### src/rtl/cpu_defs.svh
// word and register address widths, register count, data RAM depth, debug register, reset PC
`ifndef CPU_DEFS_SVH
`define CPU_DEFS_SVH

// data path
`define WORD_WIDTH 32

// register file
`define REGADDR_WIDTH 5
`define REG_COUNT 32

// data RAM in words, addressed by bits 7:2
`define DMEM_WORDS 64

// register shown on debug_out
`define DEBUG_REG 1

// first fetch address
`define RESET_PC 32'h0000_0000

`endif
### src/rtl/cpu_pkg.sv
// instruction formats and union, opcode and funct codes, ALU/writeback/branch selectors
`default_nettype none

package cpu_pkg;

	typedef struct packed {
		logic [5:0] opcode;
		logic [4:0] rs;
		logic [4:0] rt;
		logic [4:0] rd;
		logic [4:0] shamt;
		logic [5:0] funct;
	} r_fmt_t;

	typedef struct packed {
		logic [5:0] opcode;
		logic [4:0] rs;
		logic [4:0] rt;
		logic [15:0] imm;
	} i_fmt_t;

	// same word, register or immediate view
	typedef union packed {
		r_fmt_t r;
		i_fmt_t i;
	} instr_t;

	localparam logic [5:0] OP_RTYPE = 6'h00;
	localparam logic [5:0] OP_BEQ = 6'h04;
	localparam logic [5:0] OP_BNE = 6'h05;
	localparam logic [5:0] OP_ADDIU = 6'h09;
	localparam logic [5:0] OP_ANDI = 6'h0c;
	localparam logic [5:0] OP_ORI = 6'h0d;
	localparam logic [5:0] OP_LUI = 6'h0f;
	localparam logic [5:0] OP_LW = 6'h23;
	localparam logic [5:0] OP_SW = 6'h2b;

	localparam logic [5:0] FN_SLL = 6'h00;
	localparam logic [5:0] FN_ADDU = 6'h21;
	localparam logic [5:0] FN_SUBU = 6'h23;
	localparam logic [5:0] FN_AND = 6'h24;
	localparam logic [5:0] FN_OR = 6'h25;
	localparam logic [5:0] FN_XOR = 6'h26;
	localparam logic [5:0] FN_SLT = 6'h2a;

	typedef enum logic [3:0] {
		ALU_ADD, ALU_SUB, ALU_AND, ALU_OR,
		ALU_XOR, ALU_SLT, ALU_SLL, ALU_LUI
	} alu_op_e;

	typedef enum logic [1:0] {WB_NONE, WB_ALU, WB_MEM} wb_src_e;

	typedef enum logic [1:0] {BR_NONE, BR_EQ, BR_NE} branch_e;

endpackage

`default_nettype wire

### src/rtl/forward.sv
// forwarding decision for one execute operand
`timescale 1ns/100ps
`default_nettype none

`include "cpu_defs.svh"

module forward (
	input wire logic [`REGADDR_WIDTH-1:0] alu_opr_reg_addr,
	input wire logic [`WORD_WIDTH-1:0] ex2mem_alu_result,
	input wire logic [`REGADDR_WIDTH-1:0] ex2mem_wb_reg_addr,
	input wire cpu_pkg::wb_src_e ex2mem_wb_src,
	output logic forward_enable,
	output logic [`WORD_WIDTH-1:0] forward_data
);
	import cpu_pkg::*;

	logic addr_match;

	assign addr_match = (alu_opr_reg_addr == ex2mem_wb_reg_addr);

	// r0 never forwards, loads are not ready yet
	assign forward_enable = addr_match && (alu_opr_reg_addr != '0) &&
		(ex2mem_wb_src == WB_ALU);

	assign forward_data = ex2mem_alu_result;

endmodule

`default_nettype wire

### config.mk
export PLATFORM = sky130hd
export DESIGN_NAME = forward
export DESIGN_NICKNAME = d
export VERILOG_FILES = /design/src/rtl/cpu_pkg.sv /design/src/rtl/forward.sv
export VERILOG_INCLUDE_DIRS = /design/src /design/src/rtl
export SDC_FILE = /design/constraint.sdc
export NUM_CORES = 1
export LEC_CHECK = 0
export BUFFER_PORTS_ARGS = -buffer_cell sky130_fd_sc_hd__buf_2
export CORE_AREA = 2 2 39 41
export DETAILED_ROUTE_END_ITERATION = 7
export DIE_AREA = 0 0 41 43
export PLACE_DENSITY_LB_ADDON = 0.25
export SETUP_SLACK_MARGIN = 0.02
export SYNTH_ARGS = -nofsm -noshare
export SYNTH_HDL_FRONTEND = slang
export SYNTH_SLANG_ARGS = --single-unit
### constraint.sdc
create_clock -name vclk -period 0.9
set_input_delay 0 -clock vclk [all_inputs]
set_output_delay 0 -clock vclk [all_outputs]
set_load 0.01 [all_outputs]
==> flow_metrics.py <==
metrics = {
    "outcome": {
        "status": "completed",
    },
    "worst_setup_path": {
        "worstPathMaxFanout": 2,
        "cp_common_cell": "buf_2",
        "critPathRequiredTime_ns": 0.90,
        "crit_buf_inv": 2,
        "crit_chain": "buf_2, xnor2_2, nand3_2, nor4b_4, buf_2",
        "cp-end-kind": "output port",
        "critPathLaunchType": "primary input",
        "worst-setup-path-type": "primary input to output port",
        "crit_family": "simple AND/OR/NAND/NOR gates",
        "crit_path_max_incr_delay_ns": 0.24,
        "cp_slowest_cell": "nor4b_4",
        "worstPathArrival_ns": 0.80,
    },
    "final_layout": {
        "n_antenna_cell": 0,
        "drive_above_1_share": 0.792,
        "nets": 70,
        "postLayoutCoreUtil": 0.157,
        "fillCellCount": 153,
        "nFlopsAndLatches": 0,
        "area_delta_synth_final_pct": -34.1,
        "ff_latch_area_um2": 0,
        "design_area_um2": 218,
        "nClkBuffers": 0,
        "finalNonFillerCells": 40,
    },
    "routing": {
        "drcViolationCount": 0,
        "routedWlPerCell_um": 11.5,
        "via_per_inst": 3.88,
        "drt-total-wl_um": 461,
        "ant_nets": 0,
        "drt_iter0_drc": 0,
        "drtPass1Iterations": 1,
        "vias": 155,
    },
    "logic_synthesis": {
        "yosysSeqAreaShare": 0,
        "ys_types": 9,
        "yosys-top-cells-count": "32 x buf_4, 3 x xnor2_1, 2 x inv_1",
        "synthCells": 43,
        "synth_top_cell_area_share": 0.727,
        "synth.avg_cell_area_um2": 7.68,
        "yosys_warnings": 0,
        "syn_area_um2": 330,
        "synth_area_leaders": "buf_4 73%, xnor2_1 8.0%, nor4b_4 7.2%",
        "syn_nets": 87,
        "synth_top_area_cell": "buf_4",
        "yosys.cell_count.top_type": "buf_4",
    },
    "placed_design": {
        "place.gp.congestion": 0.552,
        "pre_cts_ws_ns": 0.0429,
        "dp_cells": 40,
        "dpl_cell_area_um2": 175,
        "port_buffers": 13,
    },
    "die": {
        "io_pins": 77,
        "initial_core_util": 0.239,
        "fp.dieW_um": 41,
        "std_cell_rows": 14,
        "dieArea_um2": 1760,
        "coreArea_um2": 1380,
        "die_h_um": 43,
    },
    "clock_network": {
        "cts-resized-gates": 0,
        "cts_hold_buf": 0,
        "postCtsSetupBuffers": 0,
    },
    "global_route": {
        "grtUsageTotal": 0.0480,
        "grt_pass1_vias": 145,
        "grt-ovfl-total": 0,
        "antenna_found_initial": 0,
        "grt_pass1_wl_um": 607,
        "grt_max_degree": 3,
    },
    "pwr": {
        "p_leak_nw": 0.107,
        "power_mw": 0.0869,
        "power.density_nw_per_um2": 399,
        "vdd_ir_drop_max_mv": 0.0922,
    },
    "timing": {
        "rsz0062_at_grt": "no",
        "period_share": 0.889,
        "finalSetupViolCount": 0,
        "timing.hold.ws_ns": 0.00000366,
        "clock.fmax_mhz": 1250,
        "maxSlewHeadroom": 0.826,
        "hold_viol": 0,
        "drv_slew": 0,
        "setup_slack_ns": 0.0998,
        "tns_ns": 0,
        "fin_crit_ns": 0.800,
        "tightest_slew_ns": 0.260,
    },
    "min_path": {
        "hold_path_class": "primary input to output port",
    },
    "flow_run": {
        "drv_cap": 0,
    },
}
final timing paths:
| path | from | endpoint | slack (ns) | depth (start not counted) |
|---|---|---|---|---|
| max | ex2mem_wb_reg_addr[2] | forward_enable | 0.1 | 5 |
| min | ex2mem_alu_result[4] | forward_data[4] | 0.000004 | 0 |
routing by layer:
metal / GRT usage / up-vias / wire length (µm)
met1: 0.0570 / 58 / 149
li1: - / 66 / -
met4: 0.0600 / 0 / 42
met3: 0.0262 / 10 / 123
met5: 0 / - / 0
met2: 0.0500 / 21 / 147
cell type report:
cell class	instances	area, µm²	share of cell area
Inverter	2	7.51	0.0345
Timing Repair Buffer	13	65.1	0.299
Tap cell	16	20.0	0.0920
Multi-Input combinational cell	9	125	0.575
power by group:
group	internal, mW	total (mW)	switching [mW]
Clock	0	0	0
Sequential	0	0	0
Combinational	0.0469	0.0869	0.0400
Total	0.0469	0.0869	0.0400
cells in the final DEF (no fill, tap or decap):
cell      instances
xnor2_2           3
buf_2            13
xor2_1            1
o211ai_1          1
nor4b_4           1
o21ai_0           1
nor4_4            1
nand3_2           1
inv_1             2
logic make-up (layout without fill, tap and decap cells):
family	Yosys count	after routing	synth area share
buf+inv	34	15	0.750
xor+xnor	4	4	0.106
compound gates	2	2	0.0379
simple gates	3	3	0.106
No activity file was read; power rests on OpenSTA's default activity.
