--- config.mk ---
export PLATFORM = sky130hd
export DESIGN_NAME = stage_mem
export DESIGN_NICKNAME = d
export VERILOG_FILES = /design/src/rtl/cpu_pkg.sv /design/src/rtl/stage_mem.sv
export VERILOG_INCLUDE_DIRS = /design/src /design/src/rtl
export SDC_FILE = /design/constraint.sdc
export NUM_CORES = 2
export LEC_CHECK = 0
export BUFFER_PORTS_ARGS = -buffer_cell sky130_fd_sc_hd__buf_4
export CAP_MARGIN = 20
export CORE_ASPECT_RATIO = 1.1
export CORE_MARGIN = 2
export CORE_UTILIZATION = 65
export DETAILED_ROUTE_END_ITERATION = 10
export PLACE_DENSITY = 0.82
export SETUP_SLACK_MARGIN = 0.1
export SLEW_MARGIN = 5
export SYNTH_ARGS = -nofsm -noshare
export SYNTH_HDL_FRONTEND = slang
export SYNTH_SLANG_ARGS = --single-unit
export TNS_END_PERCENT = 10
--- constraint.sdc ---
create_clock -name clk -period 6.1 [get_ports clk]
set_input_delay 1.22 -clock clk [delete_from_list [all_inputs] [get_ports clk]]
set_output_delay 1.22 -clock clk [all_outputs]
set_load 0.02 [all_outputs]
--- src/rtl/cpu_defs.svh ---
// word and register address widths, register count, data RAM depth, debug register, reset PC
`ifndef CPU_DEFS_SVH
`define CPU_DEFS_SVH

// data path
`define WORD_WIDTH 32

// register file
`define REGADDR_WIDTH 5
`define REG_COUNT 32

// data RAM in words, addressed by bits 7:2
`define DMEM_WORDS 64

// register shown on debug_out
`define DEBUG_REG 1

// first fetch address
`define RESET_PC 32'h0000_0000

`endif
--- src/rtl/cpu_pkg.sv ---
// instruction formats and union, opcode and funct codes, ALU/writeback/branch selectors
`default_nettype none

package cpu_pkg;

	typedef struct packed {
		logic [5:0] opcode;
		logic [4:0] rs;
		logic [4:0] rt;
		logic [4:0] rd;
		logic [4:0] shamt;
		logic [5:0] funct;
	} r_fmt_t;

	typedef struct packed {
		logic [5:0] opcode;
		logic [4:0] rs;
		logic [4:0] rt;
		logic [15:0] imm;
	} i_fmt_t;

	// same word, register or immediate view
	typedef union packed {
		r_fmt_t r;
		i_fmt_t i;
	} instr_t;

	localparam logic [5:0] OP_RTYPE = 6'h00;
	localparam logic [5:0] OP_BEQ = 6'h04;
	localparam logic [5:0] OP_BNE = 6'h05;
	localparam logic [5:0] OP_ADDIU = 6'h09;
	localparam logic [5:0] OP_ANDI = 6'h0c;
	localparam logic [5:0] OP_ORI = 6'h0d;
	localparam logic [5:0] OP_LUI = 6'h0f;
	localparam logic [5:0] OP_LW = 6'h23;
	localparam logic [5:0] OP_SW = 6'h2b;

	localparam logic [5:0] FN_SLL = 6'h00;
	localparam logic [5:0] FN_ADDU = 6'h21;
	localparam logic [5:0] FN_SUBU = 6'h23;
	localparam logic [5:0] FN_AND = 6'h24;
	localparam logic [5:0] FN_OR = 6'h25;
	localparam logic [5:0] FN_XOR = 6'h26;
	localparam logic [5:0] FN_SLT = 6'h2a;

	typedef enum logic [3:0] {
		ALU_ADD, ALU_SUB, ALU_AND, ALU_OR,
		ALU_XOR, ALU_SLT, ALU_SLL, ALU_LUI
	} alu_op_e;

	typedef enum logic [1:0] {WB_NONE, WB_ALU, WB_MEM} wb_src_e;

	typedef enum logic [1:0] {BR_NONE, BR_EQ, BR_NE} branch_e;

endpackage

`default_nettype wire

--- src/rtl/stage_mem.sv ---
// memory stage with data RAM, load/store and writeback select
`timescale 1ns/100ps
`default_nettype none

`include "cpu_defs.svh"

module stage_mem (
	input wire logic clk,
	input wire logic rst_n,

	input wire logic [`WORD_WIDTH-1:0] ex_alu_result,
	input wire logic [`WORD_WIDTH-1:0] ex_store_data,
	input wire logic ex_mem_write,
	input wire cpu_pkg::wb_src_e ex_wb_src,
	input wire logic [`REGADDR_WIDTH-1:0] ex_wb_addr,

	output logic wb_enable,
	output logic [`REGADDR_WIDTH-1:0] wb_addr,
	output logic [`WORD_WIDTH-1:0] wb_data
);
	import cpu_pkg::*;

	localparam int DMEM_AW = $clog2(`DMEM_WORDS);

	logic [`WORD_WIDTH-1:0] dmem [`DMEM_WORDS];
	logic [DMEM_AW-1:0] word_addr;

	assign word_addr = ex_alu_result[DMEM_AW+1:2]; // byte address to word index

	always_ff @(posedge clk or negedge rst_n) begin
		if (!rst_n) begin
			for (int i = 0; i < `DMEM_WORDS; i++)
				dmem[i] <= '0;
		end else if (ex_mem_write) begin
			dmem[word_addr] <= ex_store_data;
		end
	end

	// register file takes these on the next edge
	assign wb_enable = (ex_wb_src != WB_NONE);
	assign wb_addr = ex_wb_addr;
	assign wb_data = (ex_wb_src == WB_MEM) ? dmem[word_addr] : ex_alu_result;

endmodule

`default_nettype wire

==> results.toml <==
[critical_path]
worstPathArrival_ps = 4400
crit_required_ps = 4880
crit_path_start_kind = "input pin"
critical_path.max_fanout = 51
crit_type = "input pin to output port"
cp-end-kind = "output port"

[synthesis]
ys_ff_latch = 2048
synth_area_per_cell_um2 = 14.1
synthArstFlopShare_pct = 100
yosysTopAreaCell = "dfrtp_1"
synth_top_area_share_pct = 54.8
yosys-top-cells-area = "dfrtp_1 (55%), mux2_2 (27%), mux4_2 (3.6%), mux2i_1 (2.2%), a221oi_1 (2.1%)"
ys_types = 69
yosys_warnings = 0
seq_area_frac_synth_pct = 54.8
synthesis.nets = 6727
synth_edf_count = 0
syn_area_mm2 = 0.0936
synthCells = 6653
synth_ff_type = "dfrtp_1"

[clock_tree]
clk_pin_slew_ps = 60
cts_tree = "built"
cts.repair.resized = 0
ctsHoldBuffers = 0
numCtsBuffers = 196
cts_setup_buffers = 0
htreeDepth = 4
insertion_delay_ps = 860
clockRootBuffer = "clkbuf_16"
numClockSinks = 2048
clock_path_buffers = 3

[placed_design]
portBuffers = 101
pre_cts_ws_ps = 700
hpwl_mm = 189
gp_congestion = 0.908
dpl.cell_count = 8226
place_area_mm2 = 0.0969

[floorplan]
initial_core_util_pct = 65.3
io_pins = 112
die_width_um = 366
core-area_mm2 = 0.143
die_y_um = 402
num_rows = 146
dieArea_mm2 = 0.147

[drt]
wl_mm = 323
num_vias = 65200
viasPerCell = 7.57
ant_nets = 0
post_drt_wl_per_cell_um = 37.5
first_iter_violations = 9554
first_pass_iters = 6
drc = 0

[finish]
syn2layout_area_growth_pct = 10.7
reg.largest.list = "dmem (2048)"
nets = 6576
final_cell_mix = "mux2_2 (2211), dfrtp_1 (2048), buf_4 (300), a221oi_1 (229), mux2i_1 (205)"
regMostFlops = "dmem"
final_cells = 8607
layout_commonest_cell = "mux2_2"
final_cell_area_mm2 = 0.104
largest_reg_flops = 2048
drive_gt1_share_pct = 47.2

[timing]
finalSetupViolCount = 0
hold_violations = 0
finalWorstSetupSlack_ps = 484
max_clock_freq_mhz = 178
slew_headroom_pct = 8.73
tns_ps = 0
skew_ps = 0
rsz0062_at_grt = "no"
tightest_slew_ps = 1370
min_period_over_period_pct = 92.1
slew_violations = 0
period_minus_slack_ps = 5620

[grt]
gr-total-overflow = 0
grt_max_degree = 190
grt_pass1_wl_mm = 466
antenna_found_initial = 18
grtUsageTotal_pct = 43.9
grt_pass1_vias = 66200

[status]
status = "complete, no violations"

[flow_run]
maxCapViolations = 0

[worst_hold_path]
min_path_type = "input pin to async pin"

[power]
p_per_area_mw_per_mm2 = 323
irDropWorstVdd_mv = 0.270
power_leakage_uw = 0.0483
[synth_stat cells, drive strengths merged (17+ instances only)]
cell    number
a21oi      110
a221o       34
a221oi     229
a22o        29
a22oi      167
a31oi       28
buf        433
clkbuf     291
dfrtp     2048
mux2      2230
mux2i      205
mux4       148
nand2      131
nand3       21
nor2       124
o21ai      107
o22ai      104
o32a        17
[layout make-up]
type	count	area [µm²]
fillers	8928	39800
well taps	1924	2410
repair buffers	375	3750
multi-input cells	3878	39500
flip-flops and latches	2048	51200
clock inverters	50	639
diodes	21	52.6
clock buffers	308	5980
inverters	3	21.3
[logic make-up (layout without fill, tap and decap cells)]
kind of cell    count (synthesis)  in the layout  synth area share (%)
flops                        2048           2048                  54.8
compound gates                944            944                  7.44
buf+inv                       727            736                  3.53
other cells                     0             21                     0
simple gates                  351            351                  1.68
mux                          2583           2583                  32.6
[where the power goes]
part           switching, µW  total, µW  internal (µW)
Clock                   5360      12600           7220
Sequential               971      16400          15400
Combinational           2260       4530           2270
[worst paths after layout]
path	startpoint	endpoint	slack, ps	cells after the start
max in group asynchronous	rst_n	dmem[1551]	3950	2
worst min register to register	dmem[147]	dmem[147]	490	1
worst max register to register	dmem[141]	dmem[141]	5260	1
min in group clk	dmem[147]	dmem[147]	490	1
worst max-delay path	ex_alu_result[3]	wb_data[29]	480	10
worst min-delay path	rst_n	dmem[569]	300	1
[critical path, cell delays in order]
cell	delay (ps)
buf_8	380
buf_4	470
nor3b_1	620
buf_4	310
a22oi_1	150
nand4_1	220
a21oi_1	100
o211ai_1	380
o22a_1	280
buf_4	150
[metrics by stage]
step / power [µW] / hold slack (ps) / util, %
after CTS: 33300 / 414 / 72.2
after floorplan: 19300 / 452 / -
final: 33500 / 301 / 72.2
after detailed placement: 20900 / 475 / 67.5
after global routing: 34400 / 387 / 72.2
after global placement: 20600 / 462 / 67.5
[routing by layer]
layer	track usage [%]	part of all wire [%]
met4	31.6	8.6
met2	62.0	43
met5	1.30	0.093
met3	17.2	14
met1	55.1	34
No activity file was read; power rests on OpenSTA's default activity.
