[src/rtl/cpu_defs.svh]
// word and register address widths, register count, data RAM depth, debug register, reset PC
`ifndef CPU_DEFS_SVH
`define CPU_DEFS_SVH

// data path
`define WORD_WIDTH 32

// register file
`define REGADDR_WIDTH 5
`define REG_COUNT 32

// data RAM in words, addressed by bits 7:2
`define DMEM_WORDS 64

// register shown on debug_out
`define DEBUG_REG 1

// first fetch address
`define RESET_PC 32'h0000_0000

`endif
[src/rtl/cpu_pkg.sv]
// instruction formats and union, opcode and funct codes, ALU/writeback/branch selectors
`default_nettype none

package cpu_pkg;

	typedef struct packed {
		logic [5:0] opcode;
		logic [4:0] rs;
		logic [4:0] rt;
		logic [4:0] rd;
		logic [4:0] shamt;
		logic [5:0] funct;
	} r_fmt_t;

	typedef struct packed {
		logic [5:0] opcode;
		logic [4:0] rs;
		logic [4:0] rt;
		logic [15:0] imm;
	} i_fmt_t;

	// same word, register or immediate view
	typedef union packed {
		r_fmt_t r;
		i_fmt_t i;
	} instr_t;

	localparam logic [5:0] OP_RTYPE = 6'h00;
	localparam logic [5:0] OP_BEQ = 6'h04;
	localparam logic [5:0] OP_BNE = 6'h05;
	localparam logic [5:0] OP_ADDIU = 6'h09;
	localparam logic [5:0] OP_ANDI = 6'h0c;
	localparam logic [5:0] OP_ORI = 6'h0d;
	localparam logic [5:0] OP_LUI = 6'h0f;
	localparam logic [5:0] OP_LW = 6'h23;
	localparam logic [5:0] OP_SW = 6'h2b;

	localparam logic [5:0] FN_SLL = 6'h00;
	localparam logic [5:0] FN_ADDU = 6'h21;
	localparam logic [5:0] FN_SUBU = 6'h23;
	localparam logic [5:0] FN_AND = 6'h24;
	localparam logic [5:0] FN_OR = 6'h25;
	localparam logic [5:0] FN_XOR = 6'h26;
	localparam logic [5:0] FN_SLT = 6'h2a;

	typedef enum logic [3:0] {
		ALU_ADD, ALU_SUB, ALU_AND, ALU_OR,
		ALU_XOR, ALU_SLT, ALU_SLL, ALU_LUI
	} alu_op_e;

	typedef enum logic [1:0] {WB_NONE, WB_ALU, WB_MEM} wb_src_e;

	typedef enum logic [1:0] {BR_NONE, BR_EQ, BR_NE} branch_e;

endpackage

`default_nettype wire

[src/rtl/stage_id.sv]
// decode stage with control decode, register file and decode/execute register
`timescale 1ns/100ps
`default_nettype none

`include "cpu_defs.svh"

module stage_id (
	input wire logic clk,
	input wire logic rst_n,
	input wire cpu_pkg::instr_t if_instr,
	input wire logic [`WORD_WIDTH-1:0] if_pc,

	input wire logic wb_enable,
	input wire logic [`REGADDR_WIDTH-1:0] wb_addr,
	input wire logic [`WORD_WIDTH-1:0] wb_data,

	output logic [`REGADDR_WIDTH-1:0] reg1_addr,
	output logic [`REGADDR_WIDTH-1:0] reg2_addr,

	output cpu_pkg::alu_op_e id_alu_op,
	output cpu_pkg::wb_src_e id_wb_src,
	output cpu_pkg::branch_e id_branch,
	output logic id_mem_write,
	output logic [`WORD_WIDTH-1:0] id_reg1_data,
	output logic [`WORD_WIDTH-1:0] id_reg2_data,
	output logic [`WORD_WIDTH-1:0] id_imm,
	output logic id_use_imm,
	output logic [4:0] id_shamt,
	output logic [`WORD_WIDTH-1:0] id_pc,
	output logic [`REGADDR_WIDTH-1:0] id_wb_addr,

	output logic [`WORD_WIDTH-1:0] debug_out
);
	import cpu_pkg::*;

	logic [`WORD_WIDTH-1:0] regs [`REG_COUNT];

	alu_op_e alu_op;
	wb_src_e wb_src;
	branch_e branch;
	logic mem_write;
	logic use_imm;
	logic zero_ext;
	logic [`REGADDR_WIDTH-1:0] dest;
	logic [`WORD_WIDTH-1:0] imm;
	logic [`WORD_WIDTH-1:0] rdata1;
	logic [`WORD_WIDTH-1:0] rdata2;

	always_comb begin
		alu_op = ALU_ADD;
		wb_src = WB_NONE;
		branch = BR_NONE;
		mem_write = 1'b0;
		use_imm = 1'b1;
		zero_ext = 1'b0;
		dest = if_instr.i.rt;
		case (if_instr.r.opcode)
			OP_RTYPE: begin
				use_imm = 1'b0;
				dest = if_instr.r.rd;
				wb_src = WB_ALU;
				case (if_instr.r.funct)
					FN_ADDU: alu_op = ALU_ADD;
					FN_SUBU: alu_op = ALU_SUB;
					FN_AND: alu_op = ALU_AND;
					FN_OR: alu_op = ALU_OR;
					FN_XOR: alu_op = ALU_XOR;
					FN_SLT: alu_op = ALU_SLT;
					FN_SLL: alu_op = ALU_SLL;
					default: wb_src = WB_NONE; // unknown funct
				endcase
			end
			OP_ADDIU: wb_src = WB_ALU;
			OP_ANDI: begin
				alu_op = ALU_AND;
				zero_ext = 1'b1;
				wb_src = WB_ALU;
			end
			OP_ORI: begin
				alu_op = ALU_OR;
				zero_ext = 1'b1;
				wb_src = WB_ALU;
			end
			OP_LUI: begin
				alu_op = ALU_LUI;
				wb_src = WB_ALU;
			end
			OP_LW: wb_src = WB_MEM;
			OP_SW: mem_write = 1'b1;
			OP_BEQ: begin
				branch = BR_EQ;
				use_imm = 1'b0;
			end
			OP_BNE: begin
				branch = BR_NE;
				use_imm = 1'b0;
			end
			default: ;
		endcase
		// writes to r0 turn into bubbles
		if (dest == '0)
			wb_src = WB_NONE;
	end

	assign imm = zero_ext ? {{(`WORD_WIDTH-16){1'b0}}, if_instr.i.imm} :
		{{(`WORD_WIDTH-16){if_instr.i.imm[15]}}, if_instr.i.imm};

	always_ff @(posedge clk or negedge rst_n) begin
		if (!rst_n) begin
			for (int i = 0; i < `REG_COUNT; i++)
				regs[i] <= '0;
		end else if (wb_enable && wb_addr != '0) begin
			regs[wb_addr] <= wb_data;
		end
	end

	// write-through read, r0 tied to zero
	function automatic logic [`WORD_WIDTH-1:0] read_reg(
		input logic [`REGADDR_WIDTH-1:0] addr);
		if (addr == '0)
			return '0;
		if (wb_enable && wb_addr == addr)
			return wb_data;
		return regs[addr];
	endfunction

	always_comb begin
		rdata1 = read_reg(if_instr.r.rs);
		rdata2 = read_reg(if_instr.r.rt);
	end

	always_ff @(posedge clk or negedge rst_n) begin
		if (!rst_n) begin
			id_alu_op <= ALU_ADD;
			id_wb_src <= WB_NONE;
			id_branch <= BR_NONE;
			id_mem_write <= 1'b0;
		end else begin
			id_alu_op <= alu_op;
			id_wb_src <= wb_src;
			id_branch <= branch;
			id_mem_write <= mem_write;
		end
	end

	always_ff @(posedge clk) begin
		id_reg1_data <= rdata1;
		id_reg2_data <= rdata2;
		id_imm <= imm;
		id_use_imm <= use_imm;
		id_shamt <= if_instr.r.shamt;
		id_pc <= if_pc;
		id_wb_addr <= dest;
		reg1_addr <= if_instr.r.rs;
		reg2_addr <= if_instr.r.rt;
	end

	assign debug_out = regs[`DEBUG_REG];

endmodule

`default_nettype wire

[config.mk]
export PLATFORM = sky130hd
export DESIGN_NAME = stage_id
export DESIGN_NICKNAME = d
export VERILOG_FILES = /design/src/rtl/cpu_pkg.sv /design/src/rtl/stage_id.sv
export VERILOG_INCLUDE_DIRS = /design/src /design/src/rtl
export SDC_FILE = /design/constraint.sdc
export NUM_CORES = 2
export LEC_CHECK = 0
export ABC_CLOCK_PERIOD_IN_PS = 2100
export BUFFER_PORTS_ARGS = -buffer_cell sky130_fd_sc_hd__buf_2
export CORE_MARGIN = 2
export CORE_UTILIZATION = 40
export DETAILED_ROUTE_END_ITERATION = 10
export GPL_TIMING_DRIVEN = 0
export PLACE_DENSITY = 0.57
export RECOVER_POWER = 100
export SKIP_CTS_REPAIR_TIMING = 1
export SYNTH_ARGS = -nofsm -noshare
export SYNTH_HDL_FRONTEND = slang
export SYNTH_SLANG_ARGS = --single-unit
[constraint.sdc]
create_clock -name clk -period 2.1 [get_ports clk]
set_input_delay 0.42 -clock clk [delete_from_list [all_inputs] [get_ports clk]]
set_output_delay 0.42 -clock clk [all_outputs]
set_load 0.01 [all_outputs]
==> impl_metrics.toml <==
[status]
status = "finished with violations"
violations = "negative hold slack, max-capacitance violations, max-slew violations, negative setup slack"

[pwr]
p_total_mw = 68.97
sw_frac_of_total = 0.2923
sequentialPowerShare = 0.426
combPwrFrac = 0.213
p_leak_nw = 30.59
power_density_mw_per_mm2 = 994.2
power_switching_mw = 20.16
ir_worst_vdd_uv = 609.6
internal_power_mw = 48.81
pwr-share-clk = 0.361

[sta]
relSlewSlack = -0.09052
fin_crit_sh = 1.113
hold_ws_ps = -372.5
slew_violations = 11
setup_violations = 119
rsz0062_at_grt = "yes"
fin_worst_skew_ps = 24.02
setup_slack_ps = -237.4
fin_setup_tns_ps = -5964
fmax_mhz = 427.8
worstMarginPinSlew_ps = 1636
hold_violations = 131
period_minus_slack_ps = 2337

[global_route]
grt_max_degree = 155
grt_pass1_wl_um = 340600
grt.total_usage = 0.3355
overflow = 0
grt_pass1_vias = 40790
antenna_found_initial = 26

[yosys]
synth_top_cell_area_share = 0.4419
ys.warnings.count = 0
synthCells = 3968
synth_flop_cell = "dfrtp_1"
avgSynthCellArea_um2 = 14.73
netlist_top_cells_count = "1032 x dfrtp_1, 880 x mux2_2, 438 x mux4_2"
synth_seq_area_share = 0.4861
synth_top_area_cell = "dfrtp_1"
yosysMostFrequentCell = "dfrtp_1"
ys_ff_latch = 1161
synth_area_leaders = "dfrtp_1 44%, mux2_2 17%, mux4_2 17%"
synthArstFlopShare = 0.8889
syn_area_mm2 = 0.05843
ys_types = 53
synth_edf_count = 0
syn-num-nets = 4072

[setup_path]
endpoint_kind = "register"
rrSetupSlack_ps = 0
path_class = "primary input to register"
startpoint = "if_instr[19]"
required_ps = 2720
startpoint_type = "primary input"
crit_path_max_fanout = 10
r2r_cells = 5
worstPathArrival_ps = 2960
rr_endpoint = "id_reg1_data[30]"
endpoint = "id_reg2_data[20]"
r2r-start = "debug_out[30]"

[placed_design]
gp_congestion = 1.016
dp.final_hpwl_um = 172000
port-buffer-count = 286

[clock_network]
path_clk_slew_ps = 60
cts_buffers = 138
cts_buffer_depth = 3
cts_root_buffer = "clkbuf_16"
cts.htree.levels = 4
cts_tree = "built"
cts.sinks = 1161
clock_latency_ps = 790

[cells_and_area]
nNetsFinal = 4587
final_layout_size_suffix_gt1_frac = 0.4840
area_growth_pct = 18.71
fillers = 12890

[drt]
first_pass_iters = 6
drc_errors = 0
wl_per_cell_um = 38.75
via_per_inst = 6.541
route.vias.total = 42710
drt-initial-drc-count = 5009
ant_nets = 0
drt_wl_total_um = 253000

[floorplan]
die_w_um = 386.2
core_area_mm2 = 0.1454
initial_utilization = 0.4019
row_count = 140
ios = 294
die_area_mm2 = 0.1492
die_h_um = 386.2

[run]
max_cap_violations = 1

[hold_path]
hp-class = "primary input to async pin"
==> layout make-up <==
type	count	area, um^2	share of cell area
clock inverters	34	329.1	0.004744
flip-flops and latches	1161	28410	0.4096
multi-input cells	2307	28140	0.4057
repair buffers	377	2530	0.03647
plain buffers	494	3157	0.04551
well taps	1917	2399	0.03458
inverters	4	15.01	0.0002164
diodes	17	42.54	0.0006133
clock buffers	218	4344	0.06262
==> logic make-up (layout without fill, tap and decap cells) <==
logic type / after synthesis / count (layout) / share of synthesized area
muxes: 1663 / 1663 / 0.4003
DFF: 1161 / 1161 / 0.4861
buffers and inverters: 500 / 1127 / 0.04088
AOI/OAI and AO/OA: 398 / 398 / 0.05246
and+or+nand+nor: 234 / 234 / 0.01856
xor gates and xnor gates: 11 / 11 / 0.001649
other: 1 / 18 / 0.00006417
==> power by group through the flow <==
stage | Combinational, mW | Clock, mW | Sequential, mW
finish | 14.7 | 24.9 | 29.4
global route | 15.3 | 26.1 | 29.8
CTS | 14.0 | 25.1 | 29.2
detailed placement | 13.9 | 0 | 29.6
global placement | 13.7 | 0 | 29.4
floorplan | 9.17 | 0 | 28.8
==> worst max-delay path, cell delays in order <==
cell and delay (ps):
buf_2 150, clkbuf_2 360, nor2b_1 190, clkbuf_1 370
clkbuf_2 420, a22o_1 430, nor2_1 150, o221ai_2 460
==> flip-flops by register name (all words and copies together) (netlist names) <==
| name | count |
|---|---|
| reg1_addr | 5 |
| id_alu_op | 3 |
| id_wb_src | 2 |
| reg2_addr | 5 |
| id_wb_addr | 5 |
| id_branch | 2 |
| id_reg2_data | 32 |
| id_pc | 32 |
| id_use_imm | 1 |
| regs | 992 |
| id_shamt | 4 |
| id_imm | 13 |
| id_mem_write | 1 |
| debug_out | 32 |
| id_reg1_data | 32 |
==> stage by stage <==
step | util | area [um^2] | hold slack [ps] | instances | setup slack (ps)
2_1_floorplan | - | 58560 | 124.4 | 3968 | -1.138
3_3_place_gp | 0.4291 | 62390 | 453.3 | 6171 | -23190
6_report | 0.4771 | 69370 | -372.5 | 6529 | -237.4
5_1_grt | 0.4769 | 69330 | -297.6 | 6514 | -187.5
4_1_cts | 0.4631 | 67330 | -330.2 | 6432 | -1641
3_5_place_dp | 0.4309 | 62650 | 464.0 | 6180 | -2479
==> placed cells by master (no fill, tap or decap), types with 50 or more instances in the layout <==
cell type and count:
clkbuf_2 59, a22o_1 59, clkbuf_16 149, nor2_1 50
dfrtp_1 1030, dfxtp_1 128, clkbuf_1 188, nand2_1 66
a221oi_1 53, mux2_2 880, mux4_2 438, dlygate4sd3_1 68
mux2i_1 213, buf_4 91, buf_2 332, mux2_1 129
==> how the worst min path moves through the flow <==
stage | slack (ps) | cells past startpoint | endpoint
floorplan | 120 | 0 | debug_out[0]
global placement | 450 | 1 | regs[1014]
detailed placement | 460 | 1 | regs[1002]
CTS | -330 | 1 | id_mem_write
global route | -300 | 1 | id_branch[0]
finish | -370 | 1 | id_alu_op[1]
==> per-layer routing <==
layer / vias up / GRT usage / wire (um)
li1: 16300 / - / -
met1: 22640 / 0.4311 / 96670
met2: 2989 / 0.4773 / 107200
met3: 768 / 0.1288 / 31210
met4: 8 / 0.2044 / 17780
met5: - / 0.001624 / 100
Power figures use the tool's default switching activity.
