`config.mk`:
```
export PLATFORM = sky130hd
export DESIGN_NAME = stage_if
export DESIGN_NICKNAME = d
export VERILOG_FILES = /design/src/rtl/cpu_pkg.sv /design/src/rtl/stage_if.sv
export VERILOG_INCLUDE_DIRS = /design/src /design/src/rtl
export SDC_FILE = /design/constraint.sdc
export NUM_CORES = 1
export LEC_CHECK = 0
export BUFFER_PORTS_ARGS = -buffer_cell sky130_fd_sc_hd__buf_2
export CORE_ASPECT_RATIO = 1.4
export CORE_MARGIN = 3
export CORE_UTILIZATION = 49
export DETAILED_ROUTE_END_ITERATION = 10
export PLACE_DENSITY = 0.84
export SLEW_MARGIN = 20
export SYNTH_ARGS = -nofsm -noshare
export SYNTH_HDL_FRONTEND = slang
export SYNTH_SLANG_ARGS = --single-unit
```
`constraint.sdc`:
```
create_clock -name clk -period 2.6 [get_ports clk]
set_input_delay 0.52 -clock clk [delete_from_list [all_inputs] [get_ports clk]]
set_output_delay 0.52 -clock clk [all_outputs]
set_load 0.005 [all_outputs]
```
`src/rtl/cpu_defs.svh`:
```
// word and register address widths, register count, data RAM depth, debug register, reset PC
`ifndef CPU_DEFS_SVH
`define CPU_DEFS_SVH

// data path
`define WORD_WIDTH 32

// register file
`define REGADDR_WIDTH 5
`define REG_COUNT 32

// data RAM in words, addressed by bits 7:2
`define DMEM_WORDS 64

// register shown on debug_out
`define DEBUG_REG 1

// first fetch address
`define RESET_PC 32'h0000_0000

`endif
```
`src/rtl/cpu_pkg.sv`:
```
// instruction formats and union, opcode and funct codes, ALU/writeback/branch selectors
`default_nettype none

package cpu_pkg;

	typedef struct packed {
		logic [5:0] opcode;
		logic [4:0] rs;
		logic [4:0] rt;
		logic [4:0] rd;
		logic [4:0] shamt;
		logic [5:0] funct;
	} r_fmt_t;

	typedef struct packed {
		logic [5:0] opcode;
		logic [4:0] rs;
		logic [4:0] rt;
		logic [15:0] imm;
	} i_fmt_t;

	// same word, register or immediate view
	typedef union packed {
		r_fmt_t r;
		i_fmt_t i;
	} instr_t;

	localparam logic [5:0] OP_RTYPE = 6'h00;
	localparam logic [5:0] OP_BEQ = 6'h04;
	localparam logic [5:0] OP_BNE = 6'h05;
	localparam logic [5:0] OP_ADDIU = 6'h09;
	localparam logic [5:0] OP_ANDI = 6'h0c;
	localparam logic [5:0] OP_ORI = 6'h0d;
	localparam logic [5:0] OP_LUI = 6'h0f;
	localparam logic [5:0] OP_LW = 6'h23;
	localparam logic [5:0] OP_SW = 6'h2b;

	localparam logic [5:0] FN_SLL = 6'h00;
	localparam logic [5:0] FN_ADDU = 6'h21;
	localparam logic [5:0] FN_SUBU = 6'h23;
	localparam logic [5:0] FN_AND = 6'h24;
	localparam logic [5:0] FN_OR = 6'h25;
	localparam logic [5:0] FN_XOR = 6'h26;
	localparam logic [5:0] FN_SLT = 6'h2a;

	typedef enum logic [3:0] {
		ALU_ADD, ALU_SUB, ALU_AND, ALU_OR,
		ALU_XOR, ALU_SLT, ALU_SLL, ALU_LUI
	} alu_op_e;

	typedef enum logic [1:0] {WB_NONE, WB_ALU, WB_MEM} wb_src_e;

	typedef enum logic [1:0] {BR_NONE, BR_EQ, BR_NE} branch_e;

endpackage

`default_nettype wire

```
`src/rtl/stage_if.sv`:
```
// fetch stage with program counter, branch redirect and fetch register
`timescale 1ns/100ps
`default_nettype none

`include "cpu_defs.svh"

module stage_if (
	input wire logic clk,
	input wire logic rst_n,

	input wire logic do_branch,
	input wire logic [`WORD_WIDTH-1:0] branch_dest,

	output logic [`WORD_WIDTH-1:0] mem_addr,
	input wire logic [`WORD_WIDTH-1:0] mem_data,

	output cpu_pkg::instr_t if_instr,
	output logic [`WORD_WIDTH-1:0] if_pc
);
	logic [`WORD_WIDTH-1:0] pc;
	logic [`WORD_WIDTH-1:0] pc_next;

	// no flush, so the two words behind a branch still run
	assign pc_next = do_branch ? branch_dest : pc + `WORD_WIDTH'd4;
	assign mem_addr = pc;

	always_ff @(posedge clk or negedge rst_n) begin
		if (!rst_n) begin
			pc <= `RESET_PC;
			if_instr <= '0; // sll r0 is a nop
			if_pc <= `RESET_PC;
		end else begin
			pc <= pc_next;
			if_instr <= mem_data;
			if_pc <= pc;
		end
	end

endmodule

`default_nettype wire

```
==> results of run 1 <==
-- synth_stat cells --
library cell,count
nand2_1,23
nand4_1,8
nand2_4,1
nand4_2,2
dfrtp_1,96
buf_2,4
ha_1,1
clkbuf_8,1
xnor2_1,2
o211ai_1,3
o31ai_1,12
mux2_2,3
nor2_1,14
buf_6,2
nand4_4,1
nand3_1,9
xor2_1,9
or3_1,3
clkbuf_1,8
and2_1,3
a31oi_1,14
o311ai_0,1
and4_1,4
and3_1,3
or4_1,14
inv_1,3
or2_2,1
o21ai_0,14
-- sequential cells by signal (all words and copies together), names as in the netlist --
name      flops
if_instr     32
if_pc        32
mem_addr     32
-- cell families after synthesis --
family	after synthesis
AND/OR/NAND/NOR	86
adder cells (fa/ha/maj)	1
XOR/XNOR	11
AO/OA/AOI/OAI	44
buffers and inverters	18
flip-flops	96
multiplexers	3
-- area by class of cell --
cell class	instances	area [sq um]
timing repair buffer	163	833
sequential	96	2400
multi-input combinational	145	916
inverter	3	11.3
tap	92	115
fill	532	2160
clock inverter	6	91.3
clock buffer	9	124
-- metal layers --
layer  global-route usage (%)  vias up  share of wire, %
li1                         -     1244                 -
met1                     23.8     1271                38
met2                     34.3      121                53
met3                     4.83       10               7.6
met4                     7.77        0               1.5
met5                        0        -                 0
-- critical path: stages (launching register included) --
cell and delay (ns):
dfrtp_1 0.47, and4_1 0.50, nand4_4 0.30, or4_1 0.56, a31oi_1 0.17
-- how the worst min path moves through the flow --
stage,from,to,slack (ns)
2_1_floorplan,rst_n,if_instr[0],0.22
3_3_place_gp,mem_addr[1],if_pc[1],0.37
3_5_place_dp,mem_addr[1],if_pc[1],0.38
4_1_cts,rst_n,if_instr[29],0.14
5_1_grt,rst_n,if_instr[21],0.16
6_report,rst_n,if_pc[22],0.14
-- per-stage QoR --
stage	total power, mW	util (%)	instance area (sq um)
after floorplan	1.85	-	3420
after global placement	2.07	64.3	4280
after detailed placement	2.09	64.3	4280
after CTS	3.14	67.5	4490
after global routing	3.26	67.5	4490
final	3.10	67.5	4490
-- power groups by stage --
stage	Combinational, mW	Clock, mW	Sequential, mW
2_1_floorplan	0.114	0	1.74
3_3_place_gp	0.342	0	1.73
3_5_place_dp	0.351	0	1.74
4_1_cts	0.352	1.08	1.71
5_1_grt	0.384	1.14	1.73
6_report	0.343	1.05	1.71
==> impl_metrics.csv, run 1 <==
group,metric,value,unit
run_status,status,"finished clean",
cells_and_area,layout-drive-gt1-share,44.1,%
timing,worstMarginPinSlew,0.817,ns
clock_tree,hold_buffers,0,
clock_tree,numClockSinks,96,
route,wl,7.74,mm
critical_path,start_kind,"flip-flop",
power,swShare,24.9,%
yosys,synth-simple-area-share,14.5,%
yosys,yosys-mux-area-fraction,0.989,%
global_routing,grt_pass1_vias,2564,
critical_path,crit-reg2reg-launch,"mem_addr[5]",
power,ir_worst_vdd,0.478,mV
yosys,synthCells,259,
clock_tree,insertion_delay,0.35,ns
yosys,synth_compound_gate_area_share,8.17,%
yosys,ys_seq_area_share,70.3,%
route,vias,2646,
critical_path,crit_end,"mem_addr[31]",
clock_tree,cts_setup_buffers,0,
yosys,syn_nets,327,
critical_path,arrival,2.35,ns
route,first_iter_violations,159,
yosys,yosys_register_bits,96,
power,p_int,2.33,mW
timing,setup_tns,0,ns
timing,relSlewSlack,45.5,%
critical_path,rr_endpoint,"mem_addr[31]",
cells_and_area,n_antenna_cell,0,
timing,drv_slew,0,
critical_path,crit_required,2.87,ns
floorplan,die_y,105,microns
yosys,synth_fa_ha_area_share,0.366,%
floorplan,die_area,8020,sq um
yosys,synthTopCellsByArea,"dfrtp_1, or4_1, o31ai_1",
timing,setup_viol,0,
yosys,yosysWarnings,0,
route,viasPerCell,5.15,
placement,gp_congestion,0.765,
critical_path,regToRegSetupSlack,0.52,ns
power,p_leak,2.17,nW
timing,fmax,482,MHz
clock_tree,cts_made_buffers,9,
placement,placedCellCount,499,
floorplan,start_util,51.3,%
critical_path,crit_start,"mem_addr[5]",
placement,dp_slack,0.545,ns
cells_and_area,finalNetCount,486,
clock_tree,htreeDepth,3,
timing,final.setup_skew,0.0103,ns
clock_tree,ctsLongestPathBuffers,2,
placement,numPortBuffers,162,
route,drtPass1Iterations,4,
power,powerDensity,691,nW/um^2
critical_path,end_kind,"flip-flop",
clock_tree,cts_tree,"built",
floorplan,core_area,6660,sq um
worst_hold_path,holdCritPathClass,"primary input to asynchronous set/reset pin",
timing,post-route-period-util,79.9,%
route,ant_nets,0,
yosys,synth_top_family_by_area,"simple AND/OR/NAND/NOR gates",
cells_and_area,area_delta_synth_final,31.5,%
run,max_cap_violations,0,
floorplan,io-pin-count,163,
global_routing,grt_usage,19.8,%
cells_and_area,fin_cells,514,
yosys,synth_top_area_share,70.3,%
global_routing,grt_max_degree,57,
cells_and_area,final_common_cell,"buf_2",
power,pwr-share-clk,33.8,%
power,pwr-share-comb,11.1,%
global_routing,grt.overflow.total,0,
timing,whs,0.140,ns
global_routing,antenna_found_initial,0,
yosys,yosys.area.top_type,"dfrtp_1",
power,seq_power_share,55.1,%
timing,final.min_clock_period,2.08,ns
critical_path,cp_max_fo,16,
timing,rsz0062_at_grt,"false",
route,drc_errors,0,
clock_tree,clk_pin_slew_worst_paths,0.09,ns
route,post_drt_wl_per_cell,15.1,microns
timing,hold_violations,0,
cells_and_area,final_cell_mix,"buf_2, dfrtp_1, nand2_1",
yosys,yosysUniqueCellTypes,28,
critical_path,worst-r2r-cell-count,4,
critical_path,crit_type,"flip-flop to flip-flop",
placement,dpl.hpwl,5.67,mm
yosys,synth_xor_area_share,2.82,%
yosys,netlist_area,3420,sq um
power,switching_power,0.772,mW
floorplan,die_w,76.6,microns
clock_tree,cts_resized,0,
yosys,syn_area_per_cell,13.2,sq um
floorplan,num_rows,35,
timing,setup_ws,0.524,ns
clock_tree,root_buffer,"clkbuf_8",
global_routing,grt_pass1_wl,12.6,mm
(Power assumes the default switching activity.)
==> run 2, diff against run 1 <==
- CORE_UTILIZATION: 49 -> 46
- PLACE_DENSITY: 0.84 -> 0.8
- clock period: 2.6 -> 2.1 ns (I/O delays scaled with it)
==> run 2 against run 1 <==
Register-to-register slack worse by 0.29 ns. Flip-flop and latch count unchanged. Maximum frequency up 11%. First-iteration DRC count up 5.0%. Global-route usage down 0.62 points. Sequential power up 23%. Non-clock buffer count up 10. Highest routed layer unchanged.
==> impl_metrics.csv, run 2 (synthesis results as in run 1) <==
group,metric,value,unit
run_status,status,"finished clean",
route,ant_nets,0,
power,p_leak,2.24,nW
worst_hold_path,holdCritPathClass,"primary input to flip-flop",
clock_tree,insertion_delay,0.35,ns
route,wl,7.82,mm
global_routing,grt_pass1_vias,2494,
floorplan,die_area,8510,sq um
timing,final.min_clock_period,1.87,ns
timing,setup_viol,0,
power,ir_worst_vdd,0.490,mV
timing,final.setup_skew,0.00898,ns
floorplan,start_util,48.3,%
route,drc_errors,0,
global_routing,grt_usage,19.2,%
critical_path,start_kind,"flip-flop",
floorplan,die_w,78.8,microns
critical_path,cp_max_fo,14,
global_routing,grt.overflow.total,0,
cells_and_area,seqCellArea,2400,sq um
floorplan,die_y,108,microns
cells_and_area,final_cell_mix,"buf_2, dfrtp_1, nand2_1",
clock_tree,numClockSinks,96,
clock_tree,cts_tree,"built",
placement,dpl.hpwl,5.86,mm
clock_tree,ctsLongestPathBuffers,2,
floorplan,core_area,7070,sq um
route,vias,2607,
placement,numPortBuffers,162,
timing,worstMarginPinSlew,0.424,ns
power,powerDensity,883,nW/um^2
cells_and_area,final_common_cell,"buf_2",
placement,placed_area,4350,sq um
run,max_cap_violations,0,
timing,relSlewSlack,71.8,%
timing,setup_tns,0,ns
route,viasPerCell,4.94,
timing,fmax,535,MHz
cells_and_area,layout-drive-gt1-share,44.8,%
critical_path,crit_required,2.38,ns
global_routing,antenna_found_initial,0,
cells_and_area,final_area,4620,sq um
clock_tree,root_buffer,"clkbuf_8",
cells_and_area,fillers,581,
cells_and_area,n_antenna_cell,0,
cells_and_area,area_delta_synth_final,35.2,%
placement,gp_congestion,0.843,
global_routing,grt_max_degree,46,
floorplan,io-pin-count,163,
route,post_drt_wl_per_cell,14.8,microns
timing,drv_slew,0,
cells_and_area,fin_util,65.3,%
clock_tree,clk_pin_slew_worst_paths,0.09,ns
power,p_total,4.08,mW
critical_path,end_kind,"flip-flop",
route,drtPass1Iterations,4,
critical_path,arrival,2.15,ns
timing,rsz0062_at_grt,"false",
cells_and_area,multi_input_area,916,sq um
floorplan,num_rows,36,
critical_path,crit_type,"flip-flop to flip-flop",
clock_tree,cts_made_buffers,9,
global_routing,grt_pass1_wl,12.4,mm
timing,hold_violations,0,
clock_tree,htreeDepth,3,
route,first_iter_violations,167,
timing,post-route-period-util,89.0,%
cells_and_area,finalNetCount,496,
run 2: changes by cell type in the layout (fill, tap and decap cells not counted), sizes merged:
cell	change
buf	+9
bufinv	+2
clkbuf	+2
dlygate4sd3	+1
inv	-3
run 2: what timing repair did:
item,in CTS,in global routing
setup buffers,0,0
hold buffers,1,0
gates resized for setup,0,0
hold endpoints to repair,22,0
run 2: per-stage QoR:
| stage | hold WS [ns] | setup WS [ns] | instances |
|---|---|---|---|
| detailed placement | 0.386 | 0.269 | 511 |
| floorplan | 0.124 | 0.295 | 259 |
| CTS | 0.139 | 0.238 | 528 |
| finish | 0.163 | 0.231 | 528 |
| global placement | 0.372 | 0.324 | 511 |
| global route | 0.126 | 0.0518 | 528 |
run 2: report_power, final:
part           leakage (nW)  total (mW)  switching (mW)  internal [mW]
clock network         0.128        1.51           0.600          0.914
registers              1.12        2.11           0.108           2.00
logic                 0.994       0.458           0.229          0.229
run 2: path summary, 6_finish.rpt:
path	start	to	slack, ns	cells after the start
max	mem_addr[11]	mem_addr[31]	0.23	4
min	mem_data[30]	if_instr[30]	0.16	1
max reg2reg	mem_addr[11]	mem_addr[31]	0.23	4
min reg2reg	mem_addr[0]	if_pc[0]	0.40	0
max in group asynchronous	rst_n	mem_addr[5]	0.92	3
min in group asynchronous	rst_n	mem_addr[28]	0.56	2
run 2: metal layers:
metal	global-route usage, %	wire (microns)
met4	10.3	275
met5	0	0
met3	5.17	638
met2	30.9	3890
met1	23.7	3020
run 2: final cells by class:
type | count | area share, %
Sequential cell | 96 | 52.0
Multi-Input combinational cell | 145 | 19.8
Timing Repair Buffer | 173 | 19.7
Clock buffer | 11 | 2.84
Clock inverter | 5 | 2.79
Tap cell | 95 | 2.57
Inverter | 3 | 0.244
run 2: worst max-delay path: stages (launching register included):
cell and delay [ns]:
dfrtp_1 0.45, and4_1 0.34, nand4_2 0.30, or4_1 0.54
a31oi_1 0.17
==> run 3, diff against run 2 <==
- CORE_MARGIN: 3 -> not set
- SLEW_MARGIN: 20 -> 5
==> run 3 against run 2 <==
Maximum frequency fell by 6.5%. Cell area shrank 0.46%. First-iteration DRC count decreased by 22%. Die area shrank 8.6%. Largest cell class unchanged. Largest power group unchanged.
==> impl_metrics.csv, run 3 (synthesis results as in run 1) <==
group,metric,value,unit
run_status,status,"finished clean",
cells_and_area,finalNetCount,494,
clock_tree,cts_resized,0,
timing,post-route-period-util,95.2,%
floorplan,die_w,74.8,microns
global_routing,grt_usage,21.8,%
floorplan,die_area,7780,sq um
global_routing,top_usage_layer,"met2",
critical_path,worst-r2r-cell-count,5,
global_routing,use_met2,35.6,%
placement,dp_slack,0.139,ns
cells_and_area,n_antenna_cell,0,
clock_tree,cts_setup_buffers,0,
route,wl,7.73,mm
clock_tree,cts_made_buffers,9,
floorplan,start_util,48.3,%
clock_tree,numClockSinks,96,
critical_path,crit_type,"flip-flop to flip-flop",
timing,drv_slew,0,
route,ant_nets,0,
timing,relSlewSlack,68.6,%
clock_tree,ctsLongestPathBuffers,2,
clock_tree,htreeDepth,3,
critical_path,start_kind,"flip-flop",
timing,fmax,500,MHz
floorplan,die_y,104,microns
global_routing,grt_pass1_wl,12.7,mm
floorplan,core_area,7070,sq um
floorplan,io-pin-count,163,
timing,final.min_clock_period,2.00,ns
route,drtPass1Iterations,4,
clock_tree,cts_tree,"built",
cells_and_area,layout-drive-gt1-share,45.0,%
global_routing,met3_usage,6.30,%
global_routing,grt.overflow.total,0,
power,p_total,4.02,mW
placement,placedCellCount,509,
placement,placed_area,4330,sq um
cells_and_area,fin_cells,526,
timing,setup_ws,0.0998,ns
route,post_drt_wl_per_cell,14.7,microns
route,vias,2674,
worst_hold_path,min_delay_path_depth,1,
timing,worstMarginPinSlew,0.472,ns
run,max_cap_violations,0,
floorplan,num_rows,36,
power,p_leak,2.23,nW
placement,gp_congestion,0.780,
clock_tree,clk_pin_slew_worst_paths,0.09,ns
timing,setup_viol,0,
global_routing,grt_pass1_vias,2717,
cells_and_area,final_common_cell,"buf_2",
timing,hold_violations,0,
timing,whs,0.165,ns
timing,rsz0062_at_grt,"true",
critical_path,arrival,2.28,ns
critical_path,cp_max_fo,14,
route,first_iter_violations,131,
cells_and_area,fin_util,65.0,%
worst_hold_path,holdCritPathClass,"primary input to flip-flop",
timing,final.setup_skew,0.0117,ns
global_routing,grt_max_degree,41,
placement,numPortBuffers,162,
global_routing,met1_usage,26.3,%
timing,setup_tns,0,ns
power,ir_worst_vdd,0.600,mV
cells_and_area,area_delta_synth_final,34.6,%
clock_tree,insertion_delay,0.36,ns
route,viasPerCell,5.08,
cells_and_area,final_cell_mix,"buf_2, dfrtp_1, nand2_1",
global_routing,antenna_found_initial,0,
critical_path,end_kind,"flip-flop",
placement,dpl.hpwl,5.62,mm
power,powerDensity,874,nW/um^2
clock_tree,root_buffer,"clkbuf_8",
critical_path,crit_required,2.38,ns
route,drc_errors,0,
cells_and_area,final_area,4600,sq um
-- run 3: changes by cell type in the layout (fill, tap and decap cells not counted) --
cell | before | now
clkbuf_1 | 2 | 0
clkinv_4 | 1 | 0
clkinvlp_4 | 0 | 1
clkbuf_8 | 9 | 11
buf_4 | 10 | 8
clkinv_2 | 0 | 1
bufinv_16 | 4 | 3
-- run 3: final timing paths --
path                                    from            to  slack, ns
worst max-delay path             mem_addr[2]  mem_addr[22]        0.1
worst min-delay path            mem_data[17]  if_instr[17]       0.17
worst max register to register   mem_addr[2]  mem_addr[22]        0.1
worst min register to register   mem_addr[1]      if_pc[1]       0.41
max in group asynchronous              rst_n     if_pc[15]       1.05
min in group asynchronous              rst_n     if_pc[14]       0.49
-- run 3: repair_timing --
item,4_1_cts,5_1_grt
hold buffers,1,0
hold endpoints to repair,19,0
endpoints found under the setup margin,0,3
-- run 3: area by class of cell --
type                    instances  area (sq um)
repair buffers                171           896
multi-input cells             145           916
clock inverters                 5           103
flip-flops and latches         96          2400
fillers                       580          2470
clock buffers                  11           151
inverters                       3          11.3
well taps                      95           119
-- run 3: power breakdown --
group,leakage (nW),switching [mW],internal [mW]
clock,0.126,0.608,0.854
combinational,0.983,0.215,0.223
sequential,1.12,0.119,2.00
-- run 3: layer usage --
layer	wire length, microns	vias to the layer above
met3	533	7
met2	4090	107
met4	85	0
li1	-	1253
met5	0	-
met1	3020	1307
-- run 3: worst max-delay path: stages (launching register included) --
cell     delay, ns
dfrtp_1       0.41
ha_1          0.20
and2_1        0.29
nand4_2       0.32
or4_1         0.50
a31oi_1       0.21
